`src/rtl/frame_sync_defines.svh`:
```
`ifndef FRAME_SYNC_DEFINES_SVH
`define FRAME_SYNC_DEFINES_SVH

// ssb timing scaled down for simulation
`define FS_SSB_PERIOD 200
`define FS_SSB_WINDOW 8
`define FS_MAX_MISSED 3

// axi-lite byte address width
`define FS_ADDR_WIDTH 11

// register word indices
`define FS_REG_VERSION     9'd0
`define FS_REG_ID          9'd1
`define FS_REG_MAGIC       9'd3
`define FS_REG_PATTERN     9'd4
`define FS_REG_STATE       9'd5
`define FS_REG_MISMATCH    9'd9
`define FS_REG_MISSED      9'd10
`define FS_REG_IBAR        9'd11
`define FS_REG_PERIOD      9'd12
`define FS_REG_DISCONNECTS 9'd13

// identification words
// the magic word reads "FS~~"
`define FS_CORE_VERSION 32'h00010061
`define FS_MAGIC        32'h46537E7E
`define FS_PATTERN      32'h69696969

`endif

```
`src/rtl/frame_sync_pkg.sv`:
```
package frame_sync_pkg;

    // sync state of the ssb tracker
    // encoding 3 is never used
    typedef enum logic [1:0] {
        FS_SEARCH   = 2'd0,
        FS_DETECTED = 2'd1,
        FS_SYNCED   = 2'd2
    } fs_state_t;

endpackage

```
`src/rtl/ssb_tracker.sv`:
```
`timescale 1ns/1ps
`include "frame_sync_defines.svh"

module ssb_tracker
    import frame_sync_pkg::*;
(
    input  logic               clk_i,
    input  logic               reset_ni,
    input  logic               ssb_strobe_i,
    input  logic        [2:0]  ibar_i,
    output fs_state_t          fs_state_o,
    output logic signed [7:0]  sample_cnt_mismatch_o,
    output logic        [15:0] missed_ssbs_o,
    output logic        [2:0]  ibar_ssb_o,
    output logic        [31:0] clks_btwn_ssbs_o,
    output logic        [31:0] num_disconnects_o
);

    localparam int MISS_W = $clog2(`FS_MAX_MISSED + 1);

    logic        [31:0]     clk_cnt;
    logic        [31:0]     gap;
    logic        [MISS_W-1:0] miss_cnt;
    logic                   in_window;
    logic                   accept;
    logic                   timeout;
    logic signed [32:0]     gap_err;

    // clip the timing error to the signed 8-bit register range
    function automatic logic signed [7:0] sat8(input logic signed [32:0] v);
        logic signed [7:0] r;
        if (v > 33'sd127) begin
            r = 8'sd127;
        end else if (v < -33'sd128) begin
            r = -8'sd128;
        end else begin
            r = v[7:0];
        end
        return r;
    endfunction

    // clocks since the last accepted ssb including the strobe cycle
    assign gap = clk_cnt + 32'd1;

    assign in_window = (gap >= 32'(`FS_SSB_PERIOD - `FS_SSB_WINDOW)) &&
                       (gap <= 32'(`FS_SSB_PERIOD + `FS_SSB_WINDOW));

    // outside of synced any strobe is taken but in synced only inside the window
    assign accept = ssb_strobe_i && ((fs_state_o != FS_SYNCED) || in_window);

    // expected ssb did not arrive by the end of the window
    assign timeout = (fs_state_o == FS_SYNCED) && !accept &&
                     (gap >= 32'(`FS_SSB_PERIOD + `FS_SSB_WINDOW));

    assign gap_err = $signed({1'b0, gap}) - $signed(33'(`FS_SSB_PERIOD));

    always_ff @(posedge clk_i) begin
        if (!reset_ni) begin
            fs_state_o            <= FS_SEARCH;
            clk_cnt               <= '0;
            miss_cnt              <= '0;
            sample_cnt_mismatch_o <= '0;
            missed_ssbs_o         <= '0;
            ibar_ssb_o            <= '0;
            clks_btwn_ssbs_o      <= '0;
            num_disconnects_o     <= '0;
        end else begin
            clk_cnt <= clk_cnt + 32'd1;

            case (fs_state_o)
                FS_SEARCH: begin
                    if (ssb_strobe_i) begin
                        fs_state_o <= FS_DETECTED;
                    end
                end
                FS_DETECTED: begin
                    if (ssb_strobe_i) begin
                        fs_state_o       <= FS_SYNCED;
                        clks_btwn_ssbs_o <= gap;
                    end
                end
                FS_SYNCED: begin
                    if (accept) begin
                        clks_btwn_ssbs_o      <= gap;
                        sample_cnt_mismatch_o <= sat8(gap_err);
                        miss_cnt              <= '0;
                    end else if (timeout) begin
                        missed_ssbs_o <= missed_ssbs_o + 16'd1;
                        // keeps the next expectation on the nominal grid
                        clk_cnt <= 32'(`FS_SSB_WINDOW);
                        if (miss_cnt == MISS_W'(`FS_MAX_MISSED - 1)) begin
                            fs_state_o        <= FS_SEARCH;
                            num_disconnects_o <= num_disconnects_o + 32'd1;
                            miss_cnt          <= '0;
                        end else begin
                            miss_cnt <= miss_cnt + 1'b1;
                        end
                    end
                end
                default: begin
                    fs_state_o <= FS_SEARCH;
                end
            endcase

            // every accepted ssb restarts the count and records its index
            if (accept) begin
                clk_cnt    <= '0;
                ibar_ssb_o <= ibar_i;
            end
        end
    end

    a_state_legal: assert property (@(posedge clk_i) disable iff (!reset_ni)
        fs_state_o inside {FS_SEARCH, FS_DETECTED, FS_SYNCED});

    // a miss is only ever counted against an established sync
    a_miss_only_synced: assert property (@(posedge clk_i) disable iff (!reset_ni)
        $past(reset_ni) && (missed_ssbs_o != $past(missed_ssbs_o))
        |-> ($past(fs_state_o) == FS_SYNCED));

endmodule

```
`src/rtl/frame_sync_regmap.sv`:
```
`timescale 1ns/1ps
`include "frame_sync_defines.svh"

module frame_sync_regmap
    import frame_sync_pkg::*;
#(
    parameter logic [31:0] ID = 32'h0
) (
    input  logic               clk_i,
    input  logic               reset_ni,
    // status from the tracker
    input  fs_state_t          fs_state_i,
    input  logic signed [7:0]  sample_cnt_mismatch_i,
    input  logic        [15:0] missed_ssbs_i,
    input  logic        [2:0]  ibar_ssb_i,
    input  logic        [31:0] clks_btwn_ssbs_i,
    input  logic        [31:0] num_disconnects_i,
    // request side of the bus slave
    input  logic               rreq_i,
    input  logic        [8:0]  raddr_i,
    input  logic               wreq_i,
    // write address and data are not decoded as no field is writable
    input  logic        [8:0]  waddr_i,
    input  logic        [31:0] wdata_i,
    output logic        [31:0] rdata_o,
    output logic               rack_o,
    output logic               wack_o
);

    // acknowledges follow their request by one cycle
    always_ff @(posedge clk_i) begin
        if (!reset_ni) begin
            rack_o <= 1'b0;
            wack_o <= 1'b0;
        end else begin
            rack_o <= rreq_i;
            wack_o <= wreq_i;
        end
    end

    // read data is sampled on the request cycle
    always_ff @(posedge clk_i) begin
        if (rreq_i) begin
            case (raddr_i)
                `FS_REG_VERSION: begin
                    rdata_o <= `FS_CORE_VERSION;
                end
                `FS_REG_ID: begin
                    rdata_o <= ID;
                end
                `FS_REG_MAGIC: begin
                    rdata_o <= `FS_MAGIC;
                end
                `FS_REG_PATTERN: begin
                    rdata_o <= `FS_PATTERN;
                end
                `FS_REG_STATE: begin
                    rdata_o <= {30'd0, fs_state_i};
                end
                `FS_REG_MISMATCH: begin
                    // sign extended
                    rdata_o <= {{24{sample_cnt_mismatch_i[7]}}, sample_cnt_mismatch_i};
                end
                `FS_REG_MISSED: begin
                    rdata_o <= {16'd0, missed_ssbs_i};
                end
                `FS_REG_IBAR: begin
                    rdata_o <= {29'd0, ibar_ssb_i};
                end
                `FS_REG_PERIOD: begin
                    rdata_o <= clks_btwn_ssbs_i;
                end
                `FS_REG_DISCONNECTS: begin
                    rdata_o <= num_disconnects_i;
                end
                default: begin
                    rdata_o <= 32'd0;
                end
            endcase
        end
    end

    // each read request is answered next cycle with no new request on top of it
    a_rack_after_rreq: assert property (@(posedge clk_i) disable iff (!reset_ni)
        rreq_i |=> rack_o && !rreq_i);

endmodule

```
`src/rtl/axi_lite_slave.sv`:
```
`timescale 1ns/1ps
`include "frame_sync_defines.svh"

module axi_lite_slave (
    input  logic                      clk_i,
    input  logic                      reset_ni,
    // write address and data
    input  logic [`FS_ADDR_WIDTH-1:0] s_axi_awaddr_i,
    input  logic                      s_axi_awvalid_i,
    output logic                      s_axi_awready_o,
    input  logic [31:0]               s_axi_wdata_i,
    // byte strobes are accepted but have no effect
    input  logic [3:0]                s_axi_wstrb_i,
    input  logic                      s_axi_wvalid_i,
    output logic                      s_axi_wready_o,
    // write response
    output logic [1:0]                s_axi_bresp_o,
    output logic                      s_axi_bvalid_o,
    input  logic                      s_axi_bready_i,
    // read address
    input  logic [`FS_ADDR_WIDTH-1:0] s_axi_araddr_i,
    input  logic                      s_axi_arvalid_i,
    output logic                      s_axi_arready_o,
    // read data
    output logic [31:0]               s_axi_rdata_o,
    output logic [1:0]                s_axi_rresp_o,
    output logic                      s_axi_rvalid_o,
    input  logic                      s_axi_rready_i,
    // register map side
    output logic                      wreq_o,
    output logic [8:0]                waddr_o,
    output logic [31:0]               wdata_o,
    input  logic                      wack_i,
    output logic                      rreq_o,
    output logic [8:0]                raddr_o,
    input  logic [31:0]               rdata_i,
    input  logic                      rack_i
);

    typedef enum logic [1:0] {
        ST_IDLE = 2'd0,
        ST_REQ  = 2'd1,
        ST_ACK  = 2'd2,
        ST_RESP = 2'd3
    } xfer_state_t;

    xfer_state_t w_state;
    xfer_state_t r_state;

    // the map never reports an error
    assign s_axi_bresp_o = 2'b00;
    assign s_axi_rresp_o = 2'b00;

    assign wreq_o = (w_state == ST_REQ);
    assign rreq_o = (r_state == ST_REQ);

    // write path takes address and data together
    always_ff @(posedge clk_i) begin
        if (!reset_ni) begin
            w_state         <= ST_IDLE;
            s_axi_awready_o <= 1'b0;
            s_axi_wready_o  <= 1'b0;
            s_axi_bvalid_o  <= 1'b0;
        end else begin
            case (w_state)
                ST_IDLE: begin
                    s_axi_awready_o <= 1'b0;
                    s_axi_wready_o  <= 1'b0;
                    if (s_axi_awready_o && s_axi_awvalid_i && s_axi_wvalid_i) begin
                        waddr_o <= s_axi_awaddr_i[`FS_ADDR_WIDTH-1:2];
                        wdata_o <= s_axi_wdata_i;
                        w_state <= ST_REQ;
                    end else if (!s_axi_awready_o && s_axi_awvalid_i && s_axi_wvalid_i) begin
                        s_axi_awready_o <= 1'b1;
                        s_axi_wready_o  <= 1'b1;
                    end
                end
                ST_REQ: begin
                    w_state <= ST_ACK;
                end
                ST_ACK: begin
                    if (wack_i) begin
                        s_axi_bvalid_o <= 1'b1;
                        w_state        <= ST_RESP;
                    end
                end
                ST_RESP: begin
                    if (s_axi_bready_i) begin
                        s_axi_bvalid_o <= 1'b0;
                        w_state        <= ST_IDLE;
                    end
                end
                default: begin
                    w_state <= ST_IDLE;
                end
            endcase
        end
    end

    // read path captures rdata with the acknowledge
    always_ff @(posedge clk_i) begin
        if (!reset_ni) begin
            r_state         <= ST_IDLE;
            s_axi_arready_o <= 1'b0;
            s_axi_rvalid_o  <= 1'b0;
        end else begin
            case (r_state)
                ST_IDLE: begin
                    s_axi_arready_o <= 1'b0;
                    if (s_axi_arready_o && s_axi_arvalid_i) begin
                        raddr_o <= s_axi_araddr_i[`FS_ADDR_WIDTH-1:2];
                        r_state <= ST_REQ;
                    end else if (!s_axi_arready_o && s_axi_arvalid_i) begin
                        s_axi_arready_o <= 1'b1;
                    end
                end
                ST_REQ: begin
                    r_state <= ST_ACK;
                end
                ST_ACK: begin
                    if (rack_i) begin
                        s_axi_rdata_o  <= rdata_i;
                        s_axi_rvalid_o <= 1'b1;
                        r_state        <= ST_RESP;
                    end
                end
                ST_RESP: begin
                    if (s_axi_rready_i) begin
                        s_axi_rvalid_o <= 1'b0;
                        r_state        <= ST_IDLE;
                    end
                end
                default: begin
                    r_state <= ST_IDLE;
                end
            endcase
        end
    end

    a_bvalid_hold: assert property (@(posedge clk_i) disable iff (!reset_ni)
        s_axi_bvalid_o && !s_axi_bready_i |=> s_axi_bvalid_o);

    a_rvalid_hold: assert property (@(posedge clk_i) disable iff (!reset_ni)
        s_axi_rvalid_o && !s_axi_rready_i |=> s_axi_rvalid_o && $stable(s_axi_rdata_o));

endmodule

```
`src/rtl/frame_sync_top.sv`:
```
`timescale 1ns/1ps
`include "frame_sync_defines.svh"

module frame_sync_top
    import frame_sync_pkg::*;
#(
    parameter logic [31:0] ID = 32'h0
) (
    input  logic                      clk_i,
    input  logic                      reset_ni,
    // ssb detector
    input  logic                      ssb_strobe_i,
    input  logic [2:0]                ibar_i,
    // axi-lite slave port
    input  logic [`FS_ADDR_WIDTH-1:0] s_axi_awaddr_i,
    input  logic                      s_axi_awvalid_i,
    output logic                      s_axi_awready_o,
    input  logic [31:0]               s_axi_wdata_i,
    input  logic [3:0]                s_axi_wstrb_i,
    input  logic                      s_axi_wvalid_i,
    output logic                      s_axi_wready_o,
    output logic [1:0]                s_axi_bresp_o,
    output logic                      s_axi_bvalid_o,
    input  logic                      s_axi_bready_i,
    input  logic [`FS_ADDR_WIDTH-1:0] s_axi_araddr_i,
    input  logic                      s_axi_arvalid_i,
    output logic                      s_axi_arready_o,
    output logic [31:0]               s_axi_rdata_o,
    output logic [1:0]                s_axi_rresp_o,
    output logic                      s_axi_rvalid_o,
    input  logic                      s_axi_rready_i
);

    // tracker status
    fs_state_t          fs_state;
    logic signed [7:0]  sample_cnt_mismatch;
    logic        [15:0] missed_ssbs;
    logic        [2:0]  ibar_ssb;
    logic        [31:0] clks_btwn_ssbs;
    logic        [31:0] num_disconnects;

    // register request and acknowledge strobes
    logic        rreq;
    logic [8:0]  raddr;
    logic [31:0] rdata;
    logic        rack;
    logic        wreq;
    logic [8:0]  waddr;
    logic [31:0] wdata;
    logic        wack;

    ssb_tracker ssb_tracker_inst (
        .clk_i                 (clk_i),
        .reset_ni              (reset_ni),
        .ssb_strobe_i          (ssb_strobe_i),
        .ibar_i                (ibar_i),
        .fs_state_o            (fs_state),
        .sample_cnt_mismatch_o (sample_cnt_mismatch),
        .missed_ssbs_o         (missed_ssbs),
        .ibar_ssb_o            (ibar_ssb),
        .clks_btwn_ssbs_o      (clks_btwn_ssbs),
        .num_disconnects_o     (num_disconnects)
    );

    frame_sync_regmap #(
        .ID (ID)
    ) frame_sync_regmap_inst (
        .clk_i                 (clk_i),
        .reset_ni              (reset_ni),
        .fs_state_i            (fs_state),
        .sample_cnt_mismatch_i (sample_cnt_mismatch),
        .missed_ssbs_i         (missed_ssbs),
        .ibar_ssb_i            (ibar_ssb),
        .clks_btwn_ssbs_i      (clks_btwn_ssbs),
        .num_disconnects_i     (num_disconnects),
        .rreq_i                (rreq),
        .raddr_i               (raddr),
        .wreq_i                (wreq),
        .waddr_i               (waddr),
        .wdata_i               (wdata),
        .rdata_o               (rdata),
        .rack_o                (rack),
        .wack_o                (wack)
    );

    axi_lite_slave axi_lite_slave_inst (
        .clk_i           (clk_i),
        .reset_ni        (reset_ni),
        .s_axi_awaddr_i  (s_axi_awaddr_i),
        .s_axi_awvalid_i (s_axi_awvalid_i),
        .s_axi_awready_o (s_axi_awready_o),
        .s_axi_wdata_i   (s_axi_wdata_i),
        .s_axi_wstrb_i   (s_axi_wstrb_i),
        .s_axi_wvalid_i  (s_axi_wvalid_i),
        .s_axi_wready_o  (s_axi_wready_o),
        .s_axi_bresp_o   (s_axi_bresp_o),
        .s_axi_bvalid_o  (s_axi_bvalid_o),
        .s_axi_bready_i  (s_axi_bready_i),
        .s_axi_araddr_i  (s_axi_araddr_i),
        .s_axi_arvalid_i (s_axi_arvalid_i),
        .s_axi_arready_o (s_axi_arready_o),
        .s_axi_rdata_o   (s_axi_rdata_o),
        .s_axi_rresp_o   (s_axi_rresp_o),
        .s_axi_rvalid_o  (s_axi_rvalid_o),
        .s_axi_rready_i  (s_axi_rready_i),
        .wreq_o          (wreq),
        .waddr_o         (waddr),
        .wdata_o         (wdata),
        .wack_i          (wack),
        .rreq_o          (rreq),
        .raddr_o         (raddr),
        .rdata_i         (rdata),
        .rack_i          (rack)
    );

endmodule

```
`config.mk`:
```
export PLATFORM = sky130hd
export DESIGN_NAME = frame_sync_top
export DESIGN_NICKNAME = d
export VERILOG_FILES = /design/src/rtl/frame_sync_pkg.sv /design/src/rtl/ssb_tracker.sv /design/src/rtl/frame_sync_regmap.sv /design/src/rtl/axi_lite_slave.sv /design/src/rtl/frame_sync_top.sv
export VERILOG_INCLUDE_DIRS = /design/src /design/src/rtl
export SDC_FILE = /design/constraint.sdc
export NUM_CORES = 1
export LEC_CHECK = 0
export BUFFER_PORTS_ARGS = -buffer_cell sky130_fd_sc_hd__buf_4
export CORE_UTILIZATION = 45
export DETAILED_ROUTE_END_ITERATION = 10
export GPL_TIMING_DRIVEN = 0
export PLACE_DENSITY = 0.73
export SYNTH_ARGS = -nofsm -noshare
export SYNTH_HDL_FRONTEND = slang
export SYNTH_HIERARCHICAL = 1
export SYNTH_SLANG_ARGS = --single-unit
```
`constraint.sdc`:
```
create_clock -name clk_i -period 11.26 [get_ports clk_i]
set_clock_uncertainty 0.2 [all_clocks]
set_input_delay 0.563 -clock clk_i [delete_from_list [all_inputs] [get_ports clk_i]]
set_output_delay 0.563 -clock clk_i [all_outputs]
set_load 0.01 [all_outputs]
```
Yosys cells after proc, flatten, opt, wreduce, memory -nomap -nowiden --
Index checks and enable logic that the tools add are counted.
Operators by class: add/sub/neg operators 5, $lt $le $gt $ge 5, reductions and logical operators 35, eq/ne operators 30, bitwise gates (word level) 2, muxes and demuxes 35
Operator list (count):
- $pmux 32 s9 | 1
- $mux 32 | 4
- $add 32x1->32 const B | 2
- $ge 32x8->1 const B | 2
- $pmux 32 s2 | 1
- $eq 9x4->1 const B | 5
- $gt 33x8->1 const B | 1
- $lt 33x8->1 const B | 1
- $sub 32x8->33 const B | 1
- $le 32x8->1 const B | 1
- $mux 2 | 14
- $reduce_and 3->1 | 8
- $eq 9x3->1 const B | 2
- $ne 2x2->1 const B | 9
- $add 16x1->16 const B | 1
- $mux 8 | 2
- $pmux 2 s4 | 2
- $eq 2x2->1 const B | 6
- $logic_and 1x1->1 | 10
- $eq 9x2->1 const B | 1
- $logic_not 9->1 | 1
- $mux 1 | 8
- $ne 2x1->1 const B | 4
- $reduce_bool 2->1 | 4
- other kinds (12) | 21
Word-level totals: bits of input ports 69, register bits after elaboration 210, output and inout bits 41

Longest topological paths before layout --
word-level depth 11, depth in mapped cells 15

Cells and area by module --
Netlist, hierarchy kept.
By module, submodules not included:
- ssb_tracker | cells each 800, area each 6723.9 um^2, times used 1, seq. area each 2542.4 um^2
- axi_lite_slave | cells each 147, area each 3025.4 um^2, times used 1, seq. area each 2622.5 um^2
- frame_sync_regmap | cells each 184, area each 2044.5 um^2, times used 1, seq. area each 1001.0 um^2

Worst setup path before layout --
Ideal clock, no wire load.
path type register -> register, start point reg ssb_tracker_inst.clk_cnt[1], end point reg ssb_tracker_inst.clk_cnt[20], stages on the path, launching flop included 15, data required time 10.929 ns, data arrival time 3.593 ns, library setup time 0.131 ns, slack 7.336 ns, cell sequence dfxtp_1 -> ha_1 -> buf_4 -> nand4_4 -> or4_4 -> buf_2 -> o21a_1 -> nor4_2 -> nand4b_1 -> or4_4 -> o21ai_0 -> nand2_1 -> nand3_1 -> buf_2 -> nor2_1
On the way: word-level cells in the longest chain between the ends 10, elaborated cells between the ends (all ways) 13
RTL lines:
- start: declaration | line ssb_tracker.sv:21 | logic [31:0] clk_cnt;
- start signal: assignment | line ssb_tracker.sv:68 | clk_cnt <= clk_cnt + 32'd1;
- start signal: assignment | line ssb_tracker.sv:90 | clk_cnt <= 32'(`FS_SSB_WINDOW);
- $add 32x1->32 * | line ssb_tracker.sv:43, ssb_tracker.sv:68
- $ge 32x8->1 or $le 32x8->1 (tied branches) | line ssb_tracker.sv:45, ssb_tracker.sv:46
- $logic_and 1x1->1 | line ssb_tracker.sv:45 | assign in_window = (gap >= 32'(`FS_SSB_PERIOD - `FS_SSB_WINDOW)) &&
- $logic_or 1x1->1 | line ssb_tracker.sv:49 | assign accept = ssb_strobe_i && ((fs_state_o != FS_SYNCED) || in_window);
- $logic_and 1x1->1 | line ssb_tracker.sv:49
- $logic_not 1->1 | line ssb_tracker.sv:52 | assign timeout = (fs_state_o == FS_SYNCED) && !accept &&
- $logic_and 1x1->1 (2 in series) | line ssb_tracker.sv:52
- $mux 32 | line ssb_tracker.sv:87 | end else if (timeout) begin
- $mux 32 | line ssb_tracker.sv:70 | case (fs_state_o)
Mark *: on every way between the ends. The rest lies on a longest branch, timed or not. A chain may end at the register's enable or synchronous reset.

Worst setup path in the final report --
start point reg ssb_tracker_inst.clk_cnt[1], end point reg ssb_tracker_inst.missed_ssbs_o[15]
On the way: word-level cells in the longest chain between the ends 9, elaborated cells between the ends (all ways) 12
RTL lines:
- $add 32x1->32 * | line ssb_tracker.sv:43 | assign gap = clk_cnt + 32'd1;
- $ge 32x8->1 or $le 32x8->1 (tied branches) | line ssb_tracker.sv:45, ssb_tracker.sv:46
- $logic_and 1x1->1 | line ssb_tracker.sv:45
- $logic_or 1x1->1 | line ssb_tracker.sv:49
- $logic_and 1x1->1 | line ssb_tracker.sv:49
- $logic_not 1->1 | line ssb_tracker.sv:52
- $logic_and 1x1->1 (2 in series) | line ssb_tracker.sv:52
- $reduce_and 3->1 (no line) *
- end signal: assignment | line ssb_tracker.sv:88 | missed_ssbs_o <= missed_ssbs_o + 16'd1;
- end: declaration | line ssb_tracker.sv:13 | output logic [15:0] missed_ssbs_o,
Marked as above.

==> reports/results.tsv <==
stage	metric	value	unit
outcome	status	completed	
route	vias per cell	5.68	
pwr	Power Density	143	mW/mm^2
cts	hold_buf cts	0	
job	number of max-cap violations	0	
cts	TritonCTS Sinks	210	
route	DRC Markers	0	
sta	maximum clock rate	204	MHz
layout	fin util	53.1	%
hold_path	WHS Path Cells	1	
sta	post-layout worst setup margin	6.35	ns
setup_path	reg-to-reg slack, setup	6.35	ns
hold_path	hold endpoint	axi_lite_slave_inst/raddr_o[5]	
placement	port bufs	55	
sta	final slew viol count	0	
route	Routed WL per cell	16.9	um
sta	worst rel slew slack	10.2	%
cts	CTS clk-pin slew, worst paths	0.06	ns
die	die area	0.0241	mm^2
global_routing	pin count of the biggest net entering global routing	34	
die	Top Ports	110	
route	Detail Route Antenna Nets	0	
placement	Post-Place Worst Slack	6.41	ns
die	row count	55	
layout	most frequent cells in the layout	nor2_1 (141), dfxtp_1 (137), nand2_1 (78), edfxtp_1 (73), buf_4 (68)	
cts	total CTS buffers	22	
route	final wirelength	25400	um
synthesis	Post-Syn Instances	1088	
die	Die W	155	um
sta	Setup-failing EPs final	0	
setup_path	Cell Chain, Critical Path	ha_1 > buf_4 > nand4_4 > or4_4 > buf_2 > o31a_1 > a31oi_1 > a21o_1 > nor4_2 > a211oi_1 > nand3_1 > xor2_1 > nor2_1	
setup_path	worst path arrival time	5.09	ns
sta	Slew @ Worst Pin	1.34	ns
hold_path	critical hold path startpoint	s_axi_araddr_i[7]	
global_routing	remaining global-route overflow	0	
sta	Final min period	4.91	ns
cts	CTS Root Cell	clkbuf_16	
synthesis	Mapped Avg Cell Area	9.70	um^2
layout	Final #Nets	1254	
pwr	Static Leakage	4.28	nW
cts	CTS tree	built	
setup_path	endpoint class of the critical path	register	
setup_path	reg2reg end	ssb_tracker_inst/missed_ssbs_o[15]	
cts	Setup Buffers After CTS	0	
synthesis	Synth Cell Area	0.0106	mm^2
setup_path	CP bufs+invs	2	
route	DRT Pass-1 Iters	5	
setup_path	CP Data Required Time	11.44	ns
synthesis	Yosys warning total	6	
setup_path	Max stage delay on crit path	1.09	ns
die	Initial Util	46.2	%
placement	global placer's final weighted congestion	0.966	
setup_path	cells on worst reg2reg path	13	
die	CORE AREA	0.0228	mm^2
cts	H-tree depth reported by CTS	1	
die	height of the die	155	um
setup_path	worst-path fanout max	10	
layout	Fillers	2079	
sta	unrepaired setup endpoints after global routing	no	
sta	crit share post-route	43.6	%
layout	Inserted Diodes	0	
layout	layout cells sized above 1	17.2	%
route	Vias	8515	
placement	post-DP HPWL	18700	um
global_routing	first-pass GRT wire length	40900	um
setup_path	Critical Setup Path Class	reg -> reg	
sta	setup TNS	0	ns
global_routing	number of global-route vias before repair	7805	
sta	Final Hold Vio Count	0	
setup_path	largest delay contributor family on the critical path	compound AO/OA/AOI/OAI gates	
cts	Post-CTS Resized	0	
hold_path	Hold WC Path Type	in -> reg	
setup_path	Reg-to-Reg Start	ssb_tracker_inst/clk_cnt[1]	
layout	commonest non-fill, non-tap cell in the layout	nor2_1	
global_routing	initial antenna violation count	1	
sta	Post-Route Hold Slack	0.0175	ns
cts	clk_lat worst skew	0.52	ns
pwr	peak supply drop	0.0779	mV
setup_path	CP Launch Type	register	
route	DR iter-0 viols	682	
setup_path	Slowest cell on crit path	a211oi_1	
cts	deepest clock path buffer count	3	
global_routing	gr usage total	21.3	%
layout	Layout area overhead	14.9	%
## final cells by class
type                    instances  area, um^2  share of cell area [%]
inverters                      24        90.1                   0.742
multi-input cells             794        5160                    42.5
well taps                     313         392                    3.23
flip-flops and latches        210        4930                    40.7
repair buffers                 56         440                    3.63
clock inverters                 6        88.8                   0.732
clock buffers                  34         646                    5.32
plain buffers                  63         384                    3.17
## per-stage QoR
stage,power (W),instances,cell area [um^2]
3_3_place_gp,0.00101,1459,11400
4_1_cts,0.00175,1499,12100
3_5_place_dp,0.00102,1459,11400
2_1_floorplan,0.000977,1091,10600
6_report,0.00173,1500,12100
5_1_grt,0.00180,1500,12100
## metal layers
metal,track usage (%),up-vias,wire length (um)
met5,0,-,0
met4,6.93,0,788
met3,3.12,52,1530
met2,34.2,288,11400
met1,29.3,4017,11700
li1,-,4158,-
## registers in the layout, indices dropped and copies added (netlist names)
register / cells
axi_lite_slave_inst/r_state: 2
axi_lite_slave_inst/raddr_o: 9
axi_lite_slave_inst/s_axi_arready_o: 1
axi_lite_slave_inst/s_axi_bvalid_o: 1
axi_lite_slave_inst/s_axi_rdata_o: 32
axi_lite_slave_inst/s_axi_rvalid_o: 1
axi_lite_slave_inst/s_axi_wready_o: 1
axi_lite_slave_inst/w_state: 2
frame_sync_regmap_inst/rack_o: 1
frame_sync_regmap_inst/rdata_o: 32
frame_sync_regmap_inst/wack_o: 1
ssb_tracker_inst/clk_cnt: 32
ssb_tracker_inst/clks_btwn_ssbs_o: 32
ssb_tracker_inst/fs_state_o: 2
ssb_tracker_inst/ibar_ssb_o: 3
ssb_tracker_inst/miss_cnt: 2
ssb_tracker_inst/missed_ssbs_o: 16
ssb_tracker_inst/num_disconnects_o: 32
ssb_tracker_inst/sample_cnt_mismatch_o: 8
## worst max path at each step
stage / cells after the start / slack, ns / start / endpoint
after floorplan: 14 / 7.34 / ssb_tracker_inst/clk_cnt[1] / ssb_tracker_inst/clk_cnt[20]
after global placement: 13 / 6.39 / ssb_tracker_inst/clk_cnt[1] / ssb_tracker_inst/missed_ssbs_o[15]
after detailed placement: 13 / 6.41 / ssb_tracker_inst/clk_cnt[1] / ssb_tracker_inst/missed_ssbs_o[15]
after CTS: 13 / 6.39 / ssb_tracker_inst/clk_cnt[1] / ssb_tracker_inst/missed_ssbs_o[15]
after global routing: 14 / 6.09 / ssb_tracker_inst/clk_cnt[1] / ssb_tracker_inst/clk_cnt[4]
final: 13 / 6.35 / ssb_tracker_inst/clk_cnt[1] / ssb_tracker_inst/missed_ssbs_o[15]
## power by group
group	switching, W	internal (W)	total [W]	leakage (nW)
Combinational	0.0000786	0.0000568	0.000135	2.14
Clock	0.000286	0.000440	0.000726	0.358
Sequential	0.0000233	0.000849	0.000872	1.78
(Power assumes the default switching activity.)
